===== src/include/mem_config.svh =====
//////////////////////////////////////////////////////////////////////
// Sizing of the tagged memory model
// MEM_TAG_BITS must be able to hold MEM_NUM_TAGS, as tag 0 means none
// MEM_LINES sets the valid address range, MEM_LINES * 8 bytes
//////////////////////////////////////////////////////////////////////

`ifndef MEM_CONFIG_SVH
`define MEM_CONFIG_SVH

// Number of 64-bit blocks held in the array
`define MEM_LINES 64

// Outstanding operations, tags run 1..MEM_NUM_TAGS
`define MEM_NUM_TAGS 4

// Countdown loaded when a request is accepted
`define MEM_LATENCY 6

// Width of a transaction tag
`define MEM_TAG_BITS 4

`endif


===== src/hdl/mem_pkg.sv =====
//////////////////////////////////////////////////////////////////////
// Shared types of the tagged memory model
// Tag width comes from mem_config.svh
//////////////////////////////////////////////////////////////////////

`default_nettype none

`include "mem_config.svh"

package mem_pkg;

    typedef logic [31:0]               addr_t;      // Byte address
    typedef logic [63:0]               mem_block_t; // One memory block
    typedef logic [`MEM_TAG_BITS-1:0]  mem_tag_t;   // 0 = no tag

    // Access size inside a block
    typedef enum logic [1:0] {
        size_byte   = 2'd0,
        size_half   = 2'd1,
        size_word   = 2'd2,
        size_double = 2'd3
    } mem_size_e;

    // Request command, code 3 is unused
    typedef enum logic [1:0] {
        cmd_none  = 2'd0,
        cmd_load  = 2'd1,
        cmd_store = 2'd2
    } mem_cmd_e;

    // Life of one tag
    typedef enum logic [1:0] {
        tag_free     = 2'd0,
        tag_busy     = 2'd1, // Latency still running
        tag_wait_bus = 2'd2  // Load done, waiting for the data bus
    } tag_state_e;

endpackage

`default_nettype wire


===== src/hdl/mem_req_if.sv =====
//////////////////////////////////////////////////////////////////////
// Request bus from the processor side into the memory blocks
// No handshake, a request lives for exactly one cycle
//////////////////////////////////////////////////////////////////////

`default_nettype none

interface mem_req_if
    import mem_pkg::*;
();

    addr_t      addr;    // Byte address
    mem_block_t data;    // Store data, low lanes used for narrow stores
    mem_size_e  size;    // Access width
    mem_cmd_e   command; // None, load or store

    // Driven by the top level
    modport source (output addr, data, size, command);

    // Read by the array, the tag FSM and the load buffer
    modport sink (input addr, data, size, command);

endinterface

`default_nettype wire


===== src/hdl/mem_tag_fsm.sv =====
//////////////////////////////////////////////////////////////////////
// Tag allocation and release, one small FSM per tag
// Lowest free tag wins a grant, lowest expired load wins the data bus
// One release per cycle, no back-pressure on the data bus
//////////////////////////////////////////////////////////////////////

`default_nettype none

`include "mem_config.svh"

module mem_tag_fsm
    import mem_pkg::*;
(
    input  logic                     clock,
    input  logic                     rst_n,
    mem_req_if.sink                  req,
    input  logic [`MEM_NUM_TAGS:1]   timer_done,      // Count at zero, per tag
    output logic [`MEM_NUM_TAGS:1]   timer_start,     // One-hot load of a counter
    output logic                     grant,           // Request accepted
    output mem_tag_t                 grant_tag,       // Tag given to it
    output mem_tag_t                 release_tag,     // Load sent to the bus, 0 = none
    output mem_tag_t                 transaction_tag,
    output mem_tag_t                 data_tag
);

    localparam addr_t MEM_BYTES = addr_t'(`MEM_LINES * 8);

    tag_state_e tag_state   [1:`MEM_NUM_TAGS];
    logic       tag_is_load [1:`MEM_NUM_TAGS]; // Picks the exit from tag_busy

    logic in_range;
    logic is_access;
    logic tag_ready [1:`MEM_NUM_TAGS]; // Load may drive the bus this cycle

    assign in_range  = (req.addr < MEM_BYTES);
    assign is_access = (req.command == cmd_load) || (req.command == cmd_store);
    assign grant     = is_access && in_range && (grant_tag != '0);

    always_comb begin
        grant_tag   = '0;
        release_tag = '0;
        // Walk downward so the lowest number is left standing
        for (int i = `MEM_NUM_TAGS; i >= 1; i--) begin
            // An expired busy load already counts as waiting for the bus
            tag_ready[i] = timer_done[i] &&
                           ((tag_state[i] == tag_wait_bus) ||
                            ((tag_state[i] == tag_busy) && tag_is_load[i]));
            if (tag_state[i] == tag_free) grant_tag = mem_tag_t'(i);
            if (tag_ready[i])             release_tag = mem_tag_t'(i);
        end
    end

    always_comb begin
        for (int i = 1; i <= `MEM_NUM_TAGS; i++) begin
            timer_start[i] = grant && (grant_tag == mem_tag_t'(i));
        end
    end

    //////////////////////////////////////////////////////////////////////
    // Per-tag state
    //////////////////////////////////////////////////////////////////////

    always_ff @(posedge clock or negedge rst_n) begin
        if (!rst_n) begin
            for (int i = 1; i <= `MEM_NUM_TAGS; i++) begin
                tag_state[i]   <= tag_free;
                tag_is_load[i] <= 1'b0;
            end
        end else begin
            for (int i = 1; i <= `MEM_NUM_TAGS; i++) begin
                case (tag_state[i])
                    tag_free: if (timer_start[i]) begin
                        tag_state[i]   <= tag_busy;
                        tag_is_load[i] <= (req.command == cmd_load);
                    end
                    tag_busy: if (timer_done[i]) begin
                        if (!tag_is_load[i] || (release_tag == mem_tag_t'(i)))
                            tag_state[i] <= tag_free;     // Store, or load sent now
                        else
                            tag_state[i] <= tag_wait_bus; // Bus taken by a lower tag
                    end
                    tag_wait_bus: if (release_tag == mem_tag_t'(i)) begin
                        tag_state[i] <= tag_free;
                    end
                    default: tag_state[i] <= tag_free;
                endcase
            end
        end
    end

    // Both output tags last one cycle
    always_ff @(posedge clock or negedge rst_n) begin
        if (!rst_n) begin
            transaction_tag <= '0;
            data_tag        <= '0;
        end else begin
            transaction_tag <= grant ? grant_tag : '0;
            data_tag        <= release_tag;
        end
    end

endmodule

`default_nettype wire


===== src/flat_wrapper.sv =====
// flat-port wrapper written by rule: the top's interface ports become plain ports
module mem_tag_fsm_flat import mem_pkg::*;
  (clock, rst_n, timer_done, timer_start, grant, grant_tag, release_tag, transaction_tag, data_tag, req_addr, req_data, req_size, req_command);
  mem_req_if req_i ();
  input  logic clock;
  input  logic rst_n;
  input  logic [`MEM_NUM_TAGS:1] timer_done;
  output logic [`MEM_NUM_TAGS:1] timer_start;
  output logic grant;
  output mem_tag_t grant_tag;
  output mem_tag_t release_tag;
  output mem_tag_t transaction_tag;
  output mem_tag_t data_tag;
  input wire logic [$bits(req_i.addr)-1:0] req_addr;
  input wire logic [$bits(req_i.data)-1:0] req_data;
  input wire logic [$bits(req_i.size)-1:0] req_size;
  input wire logic [$bits(req_i.command)-1:0] req_command;
  assign req_i.addr = req_addr;
  assign req_i.data = req_data;
  assign req_i.size = req_size;
  assign req_i.command = req_command;
  mem_tag_fsm u_core (.clock(clock), .rst_n(rst_n), .req(req_i), .timer_done(timer_done), .timer_start(timer_start), .grant(grant), .grant_tag(grant_tag), .release_tag(release_tag), .transaction_tag(transaction_tag), .data_tag(data_tag));
endmodule

===== config.mk =====
export PLATFORM = sky130hd
export DESIGN_NAME = mem_tag_fsm_flat
export DESIGN_NICKNAME = d
export VERILOG_FILES = /design/src/hdl/mem_pkg.sv /design/src/hdl/mem_req_if.sv /design/src/hdl/mem_tag_fsm.sv /design/src/flat_wrapper.sv
export VERILOG_INCLUDE_DIRS = /design/src /design/src/include
export SDC_FILE = /design/constraint.sdc
export NUM_CORES = 1
export LEC_CHECK = 0
export BUFFER_PORTS_ARGS = -buffer_cell sky130_fd_sc_hd__buf_2
export CORE_UTILIZATION = 35
export DETAILED_ROUTE_END_ITERATION = 7
export PLACE_DENSITY = 0.95
export SYNTH_ARGS = -nofsm -noshare
export SYNTH_HDL_FRONTEND = slang
export SYNTH_SLANG_ARGS = --single-unit

===== constraint.sdc =====
create_clock -name clock -period 4.9 [get_ports clock]
set_input_delay 0.245 -clock clock [delete_from_list [all_inputs] [get_ports clock]]
set_output_delay 0.245 -clock clock [all_outputs]
set_load 0.03 [all_outputs]

* After elaboration in Yosys (flattened, before gate mapping)
Index checks and enable logic that the tools add are counted.
W data, S select, Z words.
** Cells by class
- Order comparisons :: 1
- Equality and inequality tests :: 30
- Muxes and demuxes :: 29
- Reduce and logical (&&, ||, !) cells :: 40
** Operators with widths (number)
- $lt A32 B10 Y1 const B :: 1
- $mux W2 :: 16
- $mux W4 :: 7
- $ne A2 B2 Y1 const B :: 12
- $pmux W2 S3 :: 4
- $eq A4 B2 Y1 const B :: 4
- $logic_and A1 B1 Y1 :: 14
- $reduce_and A3 Y1 :: 4
- $eq A2 B1 Y1 const B :: 5
- $eq A2 B2 Y1 const B :: 5
- $logic_or A1 B1 Y1 :: 9
- $eq A4 B1 Y1 const B :: 2
- $eq A4 B3 Y1 const B :: 2
- $logic_not A2 Y1 :: 4
- $reduce_and A2 Y1 :: 4
- $mux W3 :: 2
- $logic_not A1 Y1 :: 4
- $reduce_bool A4 Y1 :: 1
** Storage, ports and cells
- Register bits after elaboration :: 20
- Input port bits :: 106
- Output and inout bits :: 21
- Word-level logic and storage cells :: 110

* Longest topological paths before layout
- Depth in word-level cells :: 13
- Mapped depth :: 7
- Gate-level depth less buffers :: 6

* Worst setup path before layout
No wires, ideal clock.
- Path type :: in2reg
- Start point :: input port req_command[1]
- End point :: register u_core.tag_is_load[3] (netlist name)
- Library setup time :: 0.127 ns
- Arrival time :: 1.949 ns
- Data required time :: 4.773 ns
- Setup slack :: 2.824 ns
- Stages on the path :: 6
- Path buffers :: 0
- Path through :: inv_1 ha_1 nor4_2 nand2_2 nor4_2 mux2_1
** Between the ends
- Word-level cells in the longest chain between the ends :: 6
- Elaborated cells on any way between the ends :: 7
- Classes of those cells :: 2 x eq/ne; 5 x reduce/logical
** RTL lines
- from (decl) :: line flat_wrapper.sv:17 : input wire logic [$bits(req_i.command)-1:0] req_command;
- $eq A2 B1 Y1 or $eq A2 B2 Y1 (tied branches) :: line mem_tag_fsm.sv:36 : assign is_access = (req.command == cmd_load) || (req.command == cmd_store);
- $logic_or A1 B1 Y1 (*) :: line mem_tag_fsm.sv:36
- $logic_and A1 B1 Y1 (*) (2 in a row) :: line mem_tag_fsm.sv:37 : assign grant = is_access && in_range && (grant_tag != '0);
- $logic_and A1 B1 Y1 (*) :: line mem_tag_fsm.sv:55 : timer_start[i] = grant && (grant_tag == mem_tag_t'(i));
- named net timer_start, one bit :: line flat_wrapper.sv:8 : output logic [`MEM_NUM_TAGS:1] timer_start;
- $reduce_and A2 Y1 (no source line) (*)
- to (signal, indexed assignment) :: line mem_tag_fsm.sv:74 : tag_is_load[i] <= (req.command == cmd_load);
- to (decl) :: line mem_tag_fsm.sv:29 : logic tag_is_load [1:`MEM_NUM_TAGS];
The timed path passes the listed nets; every way through them passes the cells marked *.
A chain may end at the register's enable or synchronous reset.

* Worst setup path after layout
- Start point :: input port req_command[0]
- End point :: output port grant
** Between the ends
- Word-level cells in the longest chain between the ends :: 4
- Elaborated cells on any way between the ends :: 5
- Classes of those cells :: 2 x eq/ne; 3 x reduce/logical
** RTL lines
- $eq A2 B1 Y1 or $eq A2 B2 Y1 (tied branches) :: line mem_tag_fsm.sv:36
- $logic_or A1 B1 Y1 (*) :: line mem_tag_fsm.sv:36
- $logic_and A1 B1 Y1 (*) (2 in a row) :: line mem_tag_fsm.sv:37
- to (decl) :: line flat_wrapper.sv:9 : output logic grant;
Every way passes the cells marked *; elsewhere a longest branch is shown, timed or not.

==> impl_metrics.toml <==
[grt]
antenna_found_initial = 0
overflow = 0
grt_max_degree = 19
grt_pass1_vias = 883
grt_pass1_wl_um = 3800
track_usage_pct = 15.4

[floorplan]
die_area_um2 = 3240
num_io_pins = 127
rows = 19
die_w_um = 57.0
start_util_pct = 37.7
chipHeight_um = 57.0
core-area_um2 = 2810

[layout]
syn_to_final_growth_pct = 25.1
final_area_um2 = 1320
nets = 256
fin_cells = 178
layout.cells.most_common = "buf_2"
n_fill_cell = 292
drive_above_1_share_pct = 49.0
final_core_util_pct = 47.1
diodes = 0
final_cell_mix = "47 x buf_2, 18 x dfrtp_1, 10 x nor2_1"

[flow_run]
maxCapViolations = 0

[route]
ant_nets = 0
totalWireLength_um = 2210
drt_iter0_markers = 25
wire_per_inst_um = 12.4
vias_per_cell = 5.08
vias = 905
remaining_drc_errors = 4
drt-pass1-iter-count = 6

[setup_path]
crit_top_cell = "buf_2"
required_ps = 4660
crit_chain = "buf_2, ha_1, nor4_2, nand2_2, or3_1, a21oi_2, buf_2"
crit_fanout = 8
critPathKind = "in -> out"
setup.worst_path.end_class = "output port"
start_kind = "input pin"
critPathTopFamily = "simple AND/OR/NAND/NOR gates"
cp_slowest_cell = "or3_1"
worstPathArrival_ps = 1980
cpPeakStageDelay_ps = 610
critPathBufInv = 2

[placement]
dp.cells = 174
dp_hpwl_um = 1850
numPortBuffers = 47
gp_congestion = 0.775
place_area_um2 = 1290

[clock_tree]
cts_num_sinks = 18
postCtsSetupBuffers = 0
cts_resized = 0
cts_buffers = 3
ctsHtreeMaxLevel = 1
clk_pin_slew_ps = 90
insertion_delay_ps = 290
cts_tree = "yes"
clock_path_buffers = 2
cts_root_buffer = "clkbuf_4"
holdBufCountCts = 1

[yosys]
syn_inst = 99
yosys.area.top_type = "dfrtp_1"
synth-seq-cells = 18
synth.avg_cell_area_um2 = 10.7
ys_seq_area_share_pct = 42.6
ys_warn_count = 0
syn-cell-area_um2 = 1060
synth_top_area_share_pct = 42.6
ys_top_cells_by_area = "dfrtp_1 43%, nor4_4 4.0%, nor2_1 3.6%, nor4_2 3.6%, nor4_1 3.0%"
synth_cell_types = 41

[sta]
final_hold_viol_count = 0
fmax_ghz = 0.450
rsz0062_at_grt = "no"
fin_crit_ps = 2220
finalSetupTns_ps = 0
period_share_pct = 45.4
holdWs_ps = 159
maxSlewViolCount = 0
fin_worst_skew_ps = 0.913
setup_viol = 0

[pwr]
ir_drop_mv = 0.0745
power_density_nw_per_um2 = 185
p_leak_nw = 0.698

[run_status]
status = "finished with violations"
violations = "design-rule violations"

[hold_path]
hold_path.class = "in -> reg"
-- final timing paths --
kind	cells past startpoint	slack, ps	to	from
min reg2reg	1	520	u_core.tag_is_load[2]$_DFFE_PN0P_	u_core.tag_is_load[2]$_DFFE_PN0P_
max	7	2680	grant	req_command[0]
max reg2reg	4	3170	u_core.tag_is_load[0]$_DFFE_PN0P_	u_core.tag_state[2]$_DFFE_PN0P_
min in group asynchronous	2	420	u_core.tag_state[2]$_DFFE_PN0P_	rst_n
max in group asynchronous	2	4200	u_core.tag_state[1]$_DFFE_PN0P_	rst_n
min	2	160	u_core.tag_state[1]$_DFFE_PN0P_	timer_done[4]
-- registers in the layout, summed over array words and instances (netlist names) --
register and cells:
u_core.tag_is_load 4, u_core.tag_state 8, u_core.data_tag 3, u_core.transaction_tag 3
-- layer usage --
metal | vias up | global-route usage [%] | share of wire, %
met4 | 0 | 4.18 | 0.81
li1 | 440 | - | -
met5 | - | 0 | 0
met3 | 2 | 5.44 | 9.7
met2 | 52 | 26.6 | 48
met1 | 411 | 18.3 | 42
-- worst reg2reg max path, stage by stage, from the launching register on --
cell,delay [ps]
dfrtp_1,430
o22a_1,290
nand3_2,190
nor4_1,350
mux2_2,370
-- cells in the mapped netlist, drive strengths merged --
cell	n
o22ai	2
o21a	2
o21ai	2
buf	6
a21bo	1
or3	2
conb	1
a21oi	6
dfrtp	18
nor4	10
nor3	3
mux2	4
nor2	11
o32ai	1
o21bai	1
inv	7
nand3	1
nand3b	1
a31o	1
or2	1
nand2	5
o22a	1
a21boi	1
nor2b	3
nand2b	1
and3b	2
ha	1
or4	1
or2b	2
and3	1
-- cell type report --
type                       instances  area [µm²]  share of cell area (%)
sequential                        18         450                    34.1
timing repair buffer              48         245                    18.5
tap                               31        38.8                    2.93
clock buffer                       3        22.5                    1.70
inverter                           7        26.3                    1.99
multi-input combinational         71         539                    40.8
-- logic make-up after synthesis --
group           synth area share [%]
compound gates                  14.6
fa+ha+maj                       1.18
buf+inv                         7.46
flops                           42.6
mux                             4.61
other cells                    0.355
simple gates                    29.2
-- power by group --
| group | internal, mW | leakage (nW) | switching [mW] | total (mW) |
|---|---|---|---|---|
| logic | 0.0111 | 0.433 | 0.0140 | 0.0250 |
| clock network | 0.0286 | 0.0138 | 0.0426 | 0.0712 |
| registers | 0.148 | 0.252 | 0.0000000154 | 0.148 |
-- stage by stage --
stage / setup WS, ps / power, mW
after global placement: 2700 / 0.175
after floorplan: 2820 / 0.161
after global routing: 2580 / 0.257
after CTS: 2650 / 0.249
after detailed placement: 2640 / 0.176
final: 2680 / 0.245
Power figures use the tool's default switching activity.
