--- src/include/mem_config.svh ---
//////////////////////////////////////////////////////////////////////
// Sizing of the tagged memory model
// MEM_TAG_BITS must be able to hold MEM_NUM_TAGS, as tag 0 means none
// MEM_LINES sets the valid address range, MEM_LINES * 8 bytes
//////////////////////////////////////////////////////////////////////

`ifndef MEM_CONFIG_SVH
`define MEM_CONFIG_SVH

// Number of 64-bit blocks held in the array
`define MEM_LINES 64

// Outstanding operations, tags run 1..MEM_NUM_TAGS
`define MEM_NUM_TAGS 4

// Countdown loaded when a request is accepted
`define MEM_LATENCY 6

// Width of a transaction tag
`define MEM_TAG_BITS 4

`endif

--- src/hdl/mem_latency_timer.sv ---
//////////////////////////////////////////////////////////////////////
// Per-tag latency countdown
// A start always reloads, even over a running count
//////////////////////////////////////////////////////////////////////

`default_nettype none

`include "mem_config.svh"

module mem_latency_timer (
    input  logic                    clock,
    input  logic                    rst_n,
    input  logic [`MEM_NUM_TAGS:1]  timer_start, // One-hot, from the tag FSM
    output logic [`MEM_NUM_TAGS:1]  timer_done   // High while the count is zero
);

    localparam int CNT_BITS = $clog2(`MEM_LATENCY + 1);
    localparam logic [CNT_BITS-1:0] LATENCY = CNT_BITS'(`MEM_LATENCY);

    logic [CNT_BITS-1:0] count [1:`MEM_NUM_TAGS];

    always_ff @(posedge clock or negedge rst_n) begin
        if (!rst_n) begin
            for (int i = 1; i <= `MEM_NUM_TAGS; i++) begin
                count[i] <= '0;
            end
        end else begin
            for (int i = 1; i <= `MEM_NUM_TAGS; i++) begin
                if (timer_start[i]) begin
                    count[i] <= LATENCY;
                end else if (count[i] != '0) begin
                    count[i] <= count[i] - 1'b1; // Holds at zero
                end
            end
        end
    end

    // Idle counters sit at zero, so done is also high for free tags
    always_comb begin
        for (int i = 1; i <= `MEM_NUM_TAGS; i++) begin
            timer_done[i] = (count[i] == '0);
        end
    end

endmodule

`default_nettype wire

--- config.mk ---
export PLATFORM = sky130hd
export DESIGN_NAME = mem_latency_timer
export DESIGN_NICKNAME = d
export VERILOG_FILES = /design/src/hdl/mem_latency_timer.sv
export VERILOG_INCLUDE_DIRS = /design/src /design/src/include
export SDC_FILE = /design/constraint.sdc
export NUM_CORES = 1
export LEC_CHECK = 0
export BUFFER_PORTS_ARGS = -buffer_cell sky130_fd_sc_hd__buf_2
export CAP_MARGIN = 0
export CORE_UTILIZATION = 50
export CTS_CLUSTER_SIZE = 20
export DETAILED_ROUTE_END_ITERATION = 8
export PLACE_DENSITY = 0.73
export SKIP_LAST_GASP = 1
export SLEW_MARGIN = 20
export SYNTH_ARGS = -nofsm -noshare
export SYNTH_HDL_FRONTEND = slang
export SYNTH_SLANG_ARGS = --single-unit
export TNS_END_PERCENT = 30
--- constraint.sdc ---
create_clock -name clock -period 1.35 [get_ports clock]
set_input_delay 0.135 -clock clock [delete_from_list [all_inputs] [get_ports clock]]
set_output_delay 0.135 -clock clock [all_outputs]
set_load 0.005 [all_outputs]
Word level (Yosys, flattened, before mapping)
Index checks and enable logic that the tools add are counted.
{ "totals": {"regBits": 12, "latch_bits": 0, "mem_bits_rw": 0, "romBits": 0, "out_inout_bits": 4, "wordCells": 28, "mem_count": 0} }
{ "classes": {"n_addsub": 4, "mul": 0, "div_mod_pow": 0, "n_lt_le_gt_ge": 0, "eq_ne": 0, "n_shift": 0, "muxes": 8, "n_bitwise": 0, "reduce_logical": 12} }
{ "op_table": {"columns": ["operator", "n"], "rows": [
  ["2-to-1 mux 3 bit", 8],
  ["zero test 3 bit", 4],
  ["nonzero test 3 bit", 4],
  ["subtractor 3 x 1 -> 3 bit, second input constant", 4],
  ["nonzero test 2 bit", 4]
]} }

Depth between registers and ports, before layout
Gate-level depths: netlist of the first run.
{ "logic_depth": {"ltp_word": 3, "mapped_depth": 4} }

Worst setup path before layout of the first run
Ideal clock, no wire load.
{ "synth_path": {"kind": "register -> register", "start": "register count[0] in the netlist's numbering", "end": "register count[0] in the netlist's numbering", "setup_time_ns": 0.125, "arrival_time_ns": 1.076, "path_slack_ns": 0.149, "path_stages_with_launch": 5, "path_buffers": 0, "period_less_slack_ns": 1.201, "path_cell_list": "dfrtp_1 -> inv_1 -> ha_1 -> nor2b_4 -> mux2_4"} }
{ "synth_via": {"elab_chain_cells": 3} }
{ "synth_lines": {"columns": ["item", "line_no", "rtl"], "rows": [
  ["start, declared", "mem_latency_timer.sv:20", "logic [CNT_BITS-1:0] count [1:`MEM_NUM_TAGS];"],
  ["start signal, assigned by index", "mem_latency_timer.sv:32", "count[i] <= count[i] - 1'b1;"],
  ["subtractor 3 x 1 -> 3 bit", "mem_latency_timer.sv:32", null],
  ["2-to-1 mux 3 bit", "mem_latency_timer.sv:31", "end else if (count[i] != '0) begin"],
  ["2-to-1 mux 3 bit", "mem_latency_timer.sv:29", "if (timer_start[i]) begin"]
]} }
Several ways; a longest one is shown, not always the timed one. The select of a mux whose other input is x is not followed.
A chain may end at the register's enable or synchronous reset.

Worst setup path after layout of the first run
{ "layout_path": {"start": "register count[3] in the netlist's numbering", "end": "register count[3] in the netlist's numbering"} }
Same word-level chain as after synthesis.

==> metrics.yaml, run 1 <==
status:
  status: "finished clean"
power_and_ir_drop:
  max-vdd-ir-drop_uv: 724
  p_per_area_nw_per_um2: 1050
  p_leak_uw: 0.000439
placed_design:
  port_buffers: 9
  place_hpwl_microns: 866
  routabilityCongestion: 0.684
clock_tree:
  clockBufferDepth: 2
  tritoncts: "yes"
  clock-sinks: 12
  cts_buffers: 3
  cts_max_level: 1
  clockRootBuffer: "clkbuf_4"
  path_clk_slew_ps: 70
  clk_latency_ps: 260
global_route:
  antenna_found_initial: 0
  grt_pass1_wl_microns: 1790
  grtUsageTotal: 0.169
  overflow: 0
  grt_pass1_vias: 449
  grt_start_max_net_pins: 13
critical_path:
  crit_start: "count[3]"
  critPathRequiredTime_ps: 1500
  rrSetupSlack_ps: 50
  crit_path_end: "count[3]"
  critPathKind: "reg2reg"
  startpoint_type: "register"
  rr_worst_depth: 5
  regToRegEndpoint: "count[3]"
  rr_startpoint: "count[3]"
  cp-end-kind: "register"
  crit_path_max_fanout: 3
  cp.arrival_ps: 1450
synth:
  synth.yosys.seq_area_share: 0.406
  syn_inst: 68
  avgSynthCellArea_sq_um: 10.9
  ys_warn_count: 0
  syn-num-nets: 82
  synth_cell_types: 12
  ys_ff_latch: 12
  synth_area_sq_um: 739
cells_and_area:
  largestRegisters: "count x12"
  drive_gt1_frac: 0.420
  largest_register_ffs: 12
  final_core_util: 0.696
  seq_area_sq_um: 300
  nFillCells: 101
  multi_input_comb_area_sq_um: 438
  top_register: "count"
  syn_to_final_growth_pct: 25.5
  nets: 104
  antenna_cells: 0
timing:
  fin_crit_ps: 1300
  rsz0062_at_grt: "yes"
  slew_headroom: 0.808
  slew_violations: 0
  holdWs_ps: 104
  finClkSkew_ps: 0.945
  max_freq_mhz: 767
  worst_pin_slew_ps: 289
  period_share: 0.966
  final-hold-violation-count: 0
  setup_viol: 0
detailed_routing:
  wl_microns: 1240
  first_pass_iters: 4
  viasPerCell: 5.10
  wire_per_inst_microns: 12.0
  met2_length_microns: 605
  drt_iter0_drc: 15
  wl_met3_microns: 37
  ant_nets: 0
  top_layer: "met3"
  drc: 0
  vias: 525
  wl_met1_microns: 597
min_path:
  worstHoldStart: "timer_start[2]"
  hold_path.class: "in2reg"
floorplan:
  die_w_microns: 40.5
  rows: 13
  dieArea_sq_um: 1640
  start_util: 0.554
  core_sq_um: 1330
  io_pins: 10
  die_h_microns: 40.5
job:
  cap_violations: 0
==> power by group <==
part           internal (uW)  switching [uW]
Combinational            171             130
Clock                    103             109
Sequential               412            48.6
==> worst max-delay path, stage by stage (launching register included) <==
cell and delay, ps:
dfrtp_1 400, inv_2 70, ha_2 170, nor2b_4 140
buf_4 120, mux2_4 290
==> area by class of cell <==
| type | count | share of cell area |
|---|---|---|
| inverters | 11 | 0.0445 |
| well taps | 15 | 0.0202 |
| flip-flops and latches | 12 | 0.323 |
| multi-input cells | 45 | 0.472 |
| repair buffers | 17 | 0.116 |
| clock buffers | 3 | 0.0243 |
==> metrics by stage <==
stage	setup WS [ps]	std cells	power (uW)	instance area (sq um)	TNS (ps)
detailed placement	79.0	92	704	803	0
floorplan	149	68	638	739	0
global route	-22.1	103	1050	928	-64.2
global placement	103	92	691	803	0
CTS	-25.5	99	933	863	-66.6
finish	46.2	103	973	928	0
==> placed cells by master, fill, tap and decap left out, drive strengths merged <==
master	count
inv	11
ha	8
clkbuf	3
nor2b	13
nor3b	1
nand3b	2
dfrtp	12
buf	16
o211ai	2
mux2	4
dlygate4sd3	1
a211o	4
nor2	9
mux2i	2
==> worst min-delay path by stage <==
stage,end,slack [ps],depth (start not counted)
global placement,count[5],30,1
floorplan,count[0],-160,0
global route,count[8],110,2
CTS,count[8],100,2
finish,count[8],100,2
detailed placement,count[3],30,1
==> logic make-up after synthesis <==
group           share of synthesized area
simple gates                        0.227
flops                               0.406
buf+inv                            0.0558
fa+ha+maj                           0.135
compound gates                     0.0677
mux                                 0.108
==> cell usage after synthesis <==
cell,instances,area (sq um)
a211o_1,4,35.0
dfrtp_1,12,300
ha_1,8,100
inv_1,11,41.3
mux2_4,4,60.1
mux2i_1,2,20.0
nand3b_1,2,15.0
nor2_1,9,33.8
nor2b_1,9,56.3
nor2b_4,4,55.1
nor3b_1,1,7.51
o211ai_1,2,15.0
==> per-layer routing <==
metal | vias up | track usage
li1 | 262 | -
met1 | 253 | 0.191
met2 | 10 | 0.290
met3 | 0 | 0.0500
met4 | 0 | 0.0750
met5 | - | 0
==> what timing repair did <==
item                       4_1_cts  5_1_grt
hold buffers                     1        0
buffers inserted                 3        4
hold endpoints to repair        12        0
pin swaps                        0        2
setup endpoints to repair        4        6
gates resized for setup          2       11
Note: power is estimated with default switching activity, not from simulation.
==> run 2: changes to the inputs <==
--- a/config.mk
+++ b/config.mk
@@ -11,7 +11,7 @@
 export CORE_UTILIZATION = 50
 export CTS_CLUSTER_SIZE = 20
 export DETAILED_ROUTE_END_ITERATION = 8
-export PLACE_DENSITY = 0.73
+export PLACE_DENSITY = 0.82
 export SKIP_LAST_GASP = 1
 export SLEW_MARGIN = 20
 export SYNTH_ARGS = -nofsm -noshare
==> constraint.sdc (replaced) <==
create_clock -name clock -period 1.6 [get_ports clock]
set_input_delay 0.16 -clock clock [delete_from_list [all_inputs] [get_ports clock]]
set_output_delay 0.16 -clock clock [all_outputs]
set_load 0.005 [all_outputs]
==> run 2 against run 1 <==
  * Critical path depth decreased by 1
  * Non-clock buffer count decreased by 7
  * Combinational power decreased by 33%
  * Clock-buffer cell count increased by 1
  * Global-route usage increased by 1.3 points
  * Die area unchanged
  * Final cell count decreased by 5.8%
  * Clock power increased by 18%
  * Total power decreased by 14%
  * Flip-flop and latch count unchanged
  * Design area decreased by 8.5%
  * Setup slack improved by 99 ps
  * Critical endpoint is now timer_done[2]
==> metrics.yaml, run 2 (same netlist as run 1, synthesis figures left out) <==
timing:
  fin_crit_ps: 1450
  setup_tns_ps: 0  # unchanged
  period_share: 0.909
  rsz0062_at_grt: "no"
  slew_violations: 0  # unchanged
  final-hold-violation-count: 0  # unchanged
  max_freq_mhz: 687
  setup_viol: 0  # unchanged
  worst_pin_slew_ps: 273  # -15.5 ps
  finClkSkew_ps: 1.81  # +0.860 ps
  holdWs_ps: 104  # -0.334 ps
  setup_ws_ps: 145  # +99.2 ps
  slew_headroom: 0.818  # +0.0104
power_and_ir_drop:
  p_leak_uw: 0.000416  # -5.2%
  pwr-share-comb: 0.242  # -0.067
  power.switching_uw: 240  # -17%
  p_seq_frac: 0.459  # -0.014
  power_uw: 837  # -14%
  power_frac_clock: 0.298  # +0.081
  max-vdd-ir-drop_uv: 444  # -39%
  p_per_area_nw_per_um2: 985  # -6.0%
  intPower_uw: 597  # -13%
  p_sw_frac: 0.287  # -0.00881
detailed_routing:
  viasPerCell: 5.00  # -1.9%
  ant_nets: 0  # unchanged
  wl_microns: 1140  # -8.1%
  drc: 0  # unchanged
  wire_per_inst_microns: 11.8  # -2.4%
  vias: 485  # -7.6%
  first_pass_iters: 3  # -1
  drt_iter0_drc: 4  # -11
cells_and_area:
  syn_to_final_growth_pct: 14.9
  final_cells: 97  # -5.8%
  most-common-layout-cells: "dfrtp_1 (12), inv_1 (11), nor2b_1 (9), nor2_1 (9), buf_2 (9)"
  largest_register_ffs: 12  # unchanged
  top_register: "count"
  largestRegisters: "count x12"
  drive_gt1_frac: 0.256  # -0.164
  nets: 97  # -6.7%
  layout_commonest_cell: "dfrtp_1"
  antenna_cells: 0  # unchanged
clock_tree:
  clk_latency_ps: 280  # +20 ps
  cts_max_level: 1  # unchanged
  clock-sinks: 12  # unchanged
  cts_buffers: 3  # unchanged
  tritoncts: "yes"
  clockBufferDepth: 2  # unchanged
  ctsResizeCount: 0  # -2
  path_clk_slew_ps: 80  # about the same
  clockRootBuffer: "clkbuf_4"
global_route:
  grt_pass1_wl_microns: 1810  # +1.5%
  grt_pass1_vias: 457  # +1.8%
  grt_start_max_net_pins: 13  # unchanged
  grtUsageTotal: 0.182  # +0.0131
  antenna_found_initial: 0  # unchanged
  overflow: 0  # unchanged
status:
  status: "finished clean"
floorplan:
  die_h_microns: 40.5  # unchanged
  start_util: 0.554  # unchanged
  io_pins: 10  # unchanged
  rows: 13  # unchanged
  die_w_microns: 40.5  # unchanged
  dieArea_sq_um: 1640  # unchanged
  core_sq_um: 1330  # unchanged
job:
  cap_violations: 0  # unchanged
critical_path:
  crit_path_max_fanout: 3  # unchanged
  startpoint_type: "register"
  crit_start: "count[6]"
  cp.arrival_ps: 1290  # -160 ps
  critPathRequiredTime_ps: 1440  # -60 ps
  cp-end-kind: "output pin"
  critPathKind: "reg2out"
  rr_startpoint: "count[6]"
placed_design:
  routabilityCongestion: 0.667  # -2.5%
  dp.cells: 92  # unchanged
  port_buffers: 9  # unchanged
  place_hpwl_microns: 878  # +1.4%
  dp_slack_ps: 324  # +245 ps
min_path:
  worstHoldStart: "timer_start[2]"
  hold_path.class: "in2reg"
-- run 2: cell types whose count changed in the layout (fill, tap and decap cells not counted) --
| cell | previous run | this run |
|---|---|---|
| inv_1 | 5 | 11 |
| ha_4 | 3 | 0 |
| inv_2 | 6 | 0 |
| ha_1 | 4 | 8 |
| ha_2 | 1 | 0 |
| buf_4 | 7 | 0 |
| clkbuf_8 | 0 | 1 |
-- run 2: timing repair --
action,4_1_cts,5_1_grt
endpoints found under the hold margin,12,0
setup buffers,0,0
setup endpoints to repair,0,0
hold buffers,1,0
-- run 2: area by class of cell --
class	instances	area [sq um]
fill	106	484
multi-input combinational	45	398
sequential	12	300
timing repair buffer	10	55.1
inverter	11	41.3
clock buffer	4	36.3
tap	15	18.8
-- run 2: per-stage QoR --
| stage | utilization | cell area [sq um] |
|---|---|---|
| after detailed placement | 0.602 | 803 |
| after global placement | 0.602 | 803 |
| after global routing | 0.637 | 850 |
| after floorplan | - | 739 |
| after CTS | 0.637 | 850 |
| final | 0.637 | 850 |
-- run 2: layer usage --
metal  part of all wire  track usage
met1               0.46        0.196
met2               0.46        0.282
met3              0.060        0.100
met4              0.020        0.100
met5                  0            0
-- run 2: critical path: stages, from the launching register on --
cell and delay [ps]:
dfrtp_1 410, inv_1 90, ha_1 200, nor2b_4 190, buf_2 120
-- run 2: power groups by stage --
stage	clock, uW	sequential (uW)	combinational [uW]
finish	250	384	203
global route	269	391	237
floorplan	0	382	156
global placement	0	388	193
CTS	259	384	206
detailed placement	0	390	203
-- run 2: worst paths after layout --
| kind | to | slack [ps] | depth (start not counted) |
|---|---|---|---|
| min reg2reg | count[10] | 550 | 2 |
| min | count[8] | 100 | 2 |
| max reg2reg | count[6] | 300 | 4 |
| max in group asynchronous | count[0] | 1110 | 2 |
| max | timer_done[2] | 150 | 4 |
| min in group asynchronous | count[11] | 270 | 2 |
==> run 3: changes to the inputs <==
==> constraint.sdc (replaced) <==
create_clock -name clock -period 1.75 [get_ports clock]
set_input_delay 0.175 -clock clock [delete_from_list [all_inputs] [get_ports clock]]
set_output_delay 0.175 -clock clock [all_outputs]
set_load 0.005 [all_outputs]
==> run 3 against run 2 <==
  * Total power fell by 15%
  * Critical endpoint is now timer_done[4]
  * Critical path type unchanged
  * Sequential power fell by 8.1%
  * Largest cell class unchanged
  * Critical path depth did not move
  * Flip-flop and latch count did not move
  * Largest power group unchanged
  * Final cell count fell by 1.0%
  * Clock-buffer cell count fell by 1
  * Non-clock buffer count did not move
  * Global-route usage rose by 0.29 points
  * Clock skew rose by 2.2 ps
==> metrics.yaml, run 3 (same netlist as run 1, synthesis figures left out) <==
clock_tree:
  cts_max_level: 1  # unchanged
  holdBufCountCts: 1  # unchanged
  path_clk_slew_ps: 70  # about the same
  cts_setup_buffers: 0  # unchanged
  ctsResizeCount: 0  # unchanged
  clockBufferDepth: 2  # unchanged
  clk_latency_ps: 270  # about the same
  tritoncts: "yes"
  cts_buffers: 3  # unchanged
  clockRootBuffer: "clkbuf_4"
  clock-sinks: 12  # unchanged
power_and_ir_drop:
  p_sw_frac: 0.297  # +0.0104
  power.switching_uw: 211  # -12%
  p_leak_uw: 0.000409  # -1.7%
  p_per_area_nw_per_um2: 851  # -14%
  p_seq_frac: 0.497  # +0.038
  pwr-share-comb: 0.264  # +0.022
  power_frac_clock: 0.239  # -0.059
  max-vdd-ir-drop_uv: 529  # +19%
  intPower_uw: 500  # -16%
floorplan:
  rows: 13  # unchanged
  die_h_microns: 40.5  # unchanged
  start_util: 0.554  # unchanged
  die_w_microns: 40.5  # unchanged
  dieArea_sq_um: 1640  # unchanged
  core_sq_um: 1330  # unchanged
  io_pins: 10  # unchanged
min_path:
  hold_path.class: "in2reg"
  worstHoldStart: "timer_start[2]"
critical_path:
  crit_start: "count[0]"
  startpoint_type: "register"
  cp.arrival_ps: 1260  # -30 ps
  cp-end-kind: "output pin"
  rr_startpoint: "count[0]"
  crit_path_max_fanout: 3  # unchanged
  critPathRequiredTime_ps: 1570  # +130 ps
  critPathKind: "reg2out"
detailed_routing:
  ant_nets: 0  # unchanged
  viasPerCell: 5.14  # +2.7%
  drt_iter0_drc: 6  # +2
  drc: 0  # unchanged
  wire_per_inst_microns: 11.9  # +1.3%
  wl_microns: 1140  # +0.26%
  vias: 493  # +1.6%
  first_pass_iters: 3  # unchanged
cells_and_area:
  layout_commonest_cell: "dfrtp_1"
  top_register: "count"
  final_core_util: 0.627  # -0.0103
  nets: 97  # unchanged
  largest_register_ffs: 12  # unchanged
  largestRegisters: "count x12"
  antenna_cells: 0  # unchanged
  most-common-layout-cells: "dfrtp_1 (12), inv_1 (11), nor2b_1 (9), nor2_1 (9), buf_2 (9)"
  syn_to_final_growth_pct: 13.0
  drive_gt1_frac: 0.247  # -0.00918
placed_design:
  routabilityCongestion: 0.668  # about the same
  dp_slack_ps: 477  # +153 ps
  place_hpwl_microns: 871  # -0.84%
  port_buffers: 9  # unchanged
timing:
  final-hold-violation-count: 0  # unchanged
  period_share: 0.819
  max_freq_mhz: 698
  holdWs_ps: 137  # +33.3 ps
  setup_ws_ps: 316  # +171 ps
  slew_headroom: 0.820  # +0.00160
  rsz0062_at_grt: "no"
  worst_pin_slew_ps: 271  # -2.40 ps
  finClkSkew_ps: 4.05  # +2.24 ps
  slew_violations: 0  # unchanged
  fin_crit_ps: 1430
  setup_tns_ps: 0  # unchanged
  setup_viol: 0  # unchanged
global_route:
  grt_pass1_wl_microns: 1880  # +3.4%
  grtUsageTotal: 0.185  # +0.00295
  grt_pass1_vias: 505  # +11%
  grt_start_max_net_pins: 13  # unchanged
  overflow: 0  # unchanged
  antenna_found_initial: 0  # unchanged
status:
  status: "finished clean"
job:
  cap_violations: 0  # unchanged
==> run 3: power groups by stage <==
stage               logic [uW]  registers (uW)  clock network [uW]
CTS                        192             353                 174
finish                     188             353                 170
floorplan                  143             350                   0
detailed placement         186             359                   0
global placement           176             354                   0
global route               215             360                 186
==> run 3: worst max-delay path, stage by stage, from the launching register on <==
cell	delay, ps
dfrtp_1	400
inv_1	90
ha_1	200
nor2b_4	180
buf_2	120
==> run 3: through the flow <==
stage	cell area, sq um	instances	total power [uW]
floorplan	739	68	492
CTS	836	96	718
global placement	803	92	531
global route	836	96	760
finish	836	96	711
detailed placement	803	92	544
==> run 3: area by class of cell <==
cell class | count | area, sq um
fill | 109 | 498
multi-input combinational | 45 | 398
sequential | 12 | 300
timing repair buffer | 10 | 55.1
inverter | 11 | 41.3
clock buffer | 3 | 22.5
tap | 15 | 18.8
==> run 3: final timing paths <==
check | to | slack [ps] | cells past startpoint
min | count[8] | 140 | 2
max in group asynchronous | count[6] | 1230 | 2
max | timer_done[4] | 320 | 4
min in group asynchronous | count[3] | 300 | 2
min reg2reg | count[1] | 550 | 2
max reg2reg | count[0] | 470 | 4
==> run 3: metal layers <==
| metal | wire length, microns | vias up | track usage |
|---|---|---|---|
| met4 | 20 | 0 | 0.125 |
| li1 | - | 248 | - |
| met3 | 40 | 3 | 0.0500 |
| met2 | 585 | 9 | 0.329 |
| met5 | 0 | - | 0 |
| met1 | 497 | 233 | 0.184 |
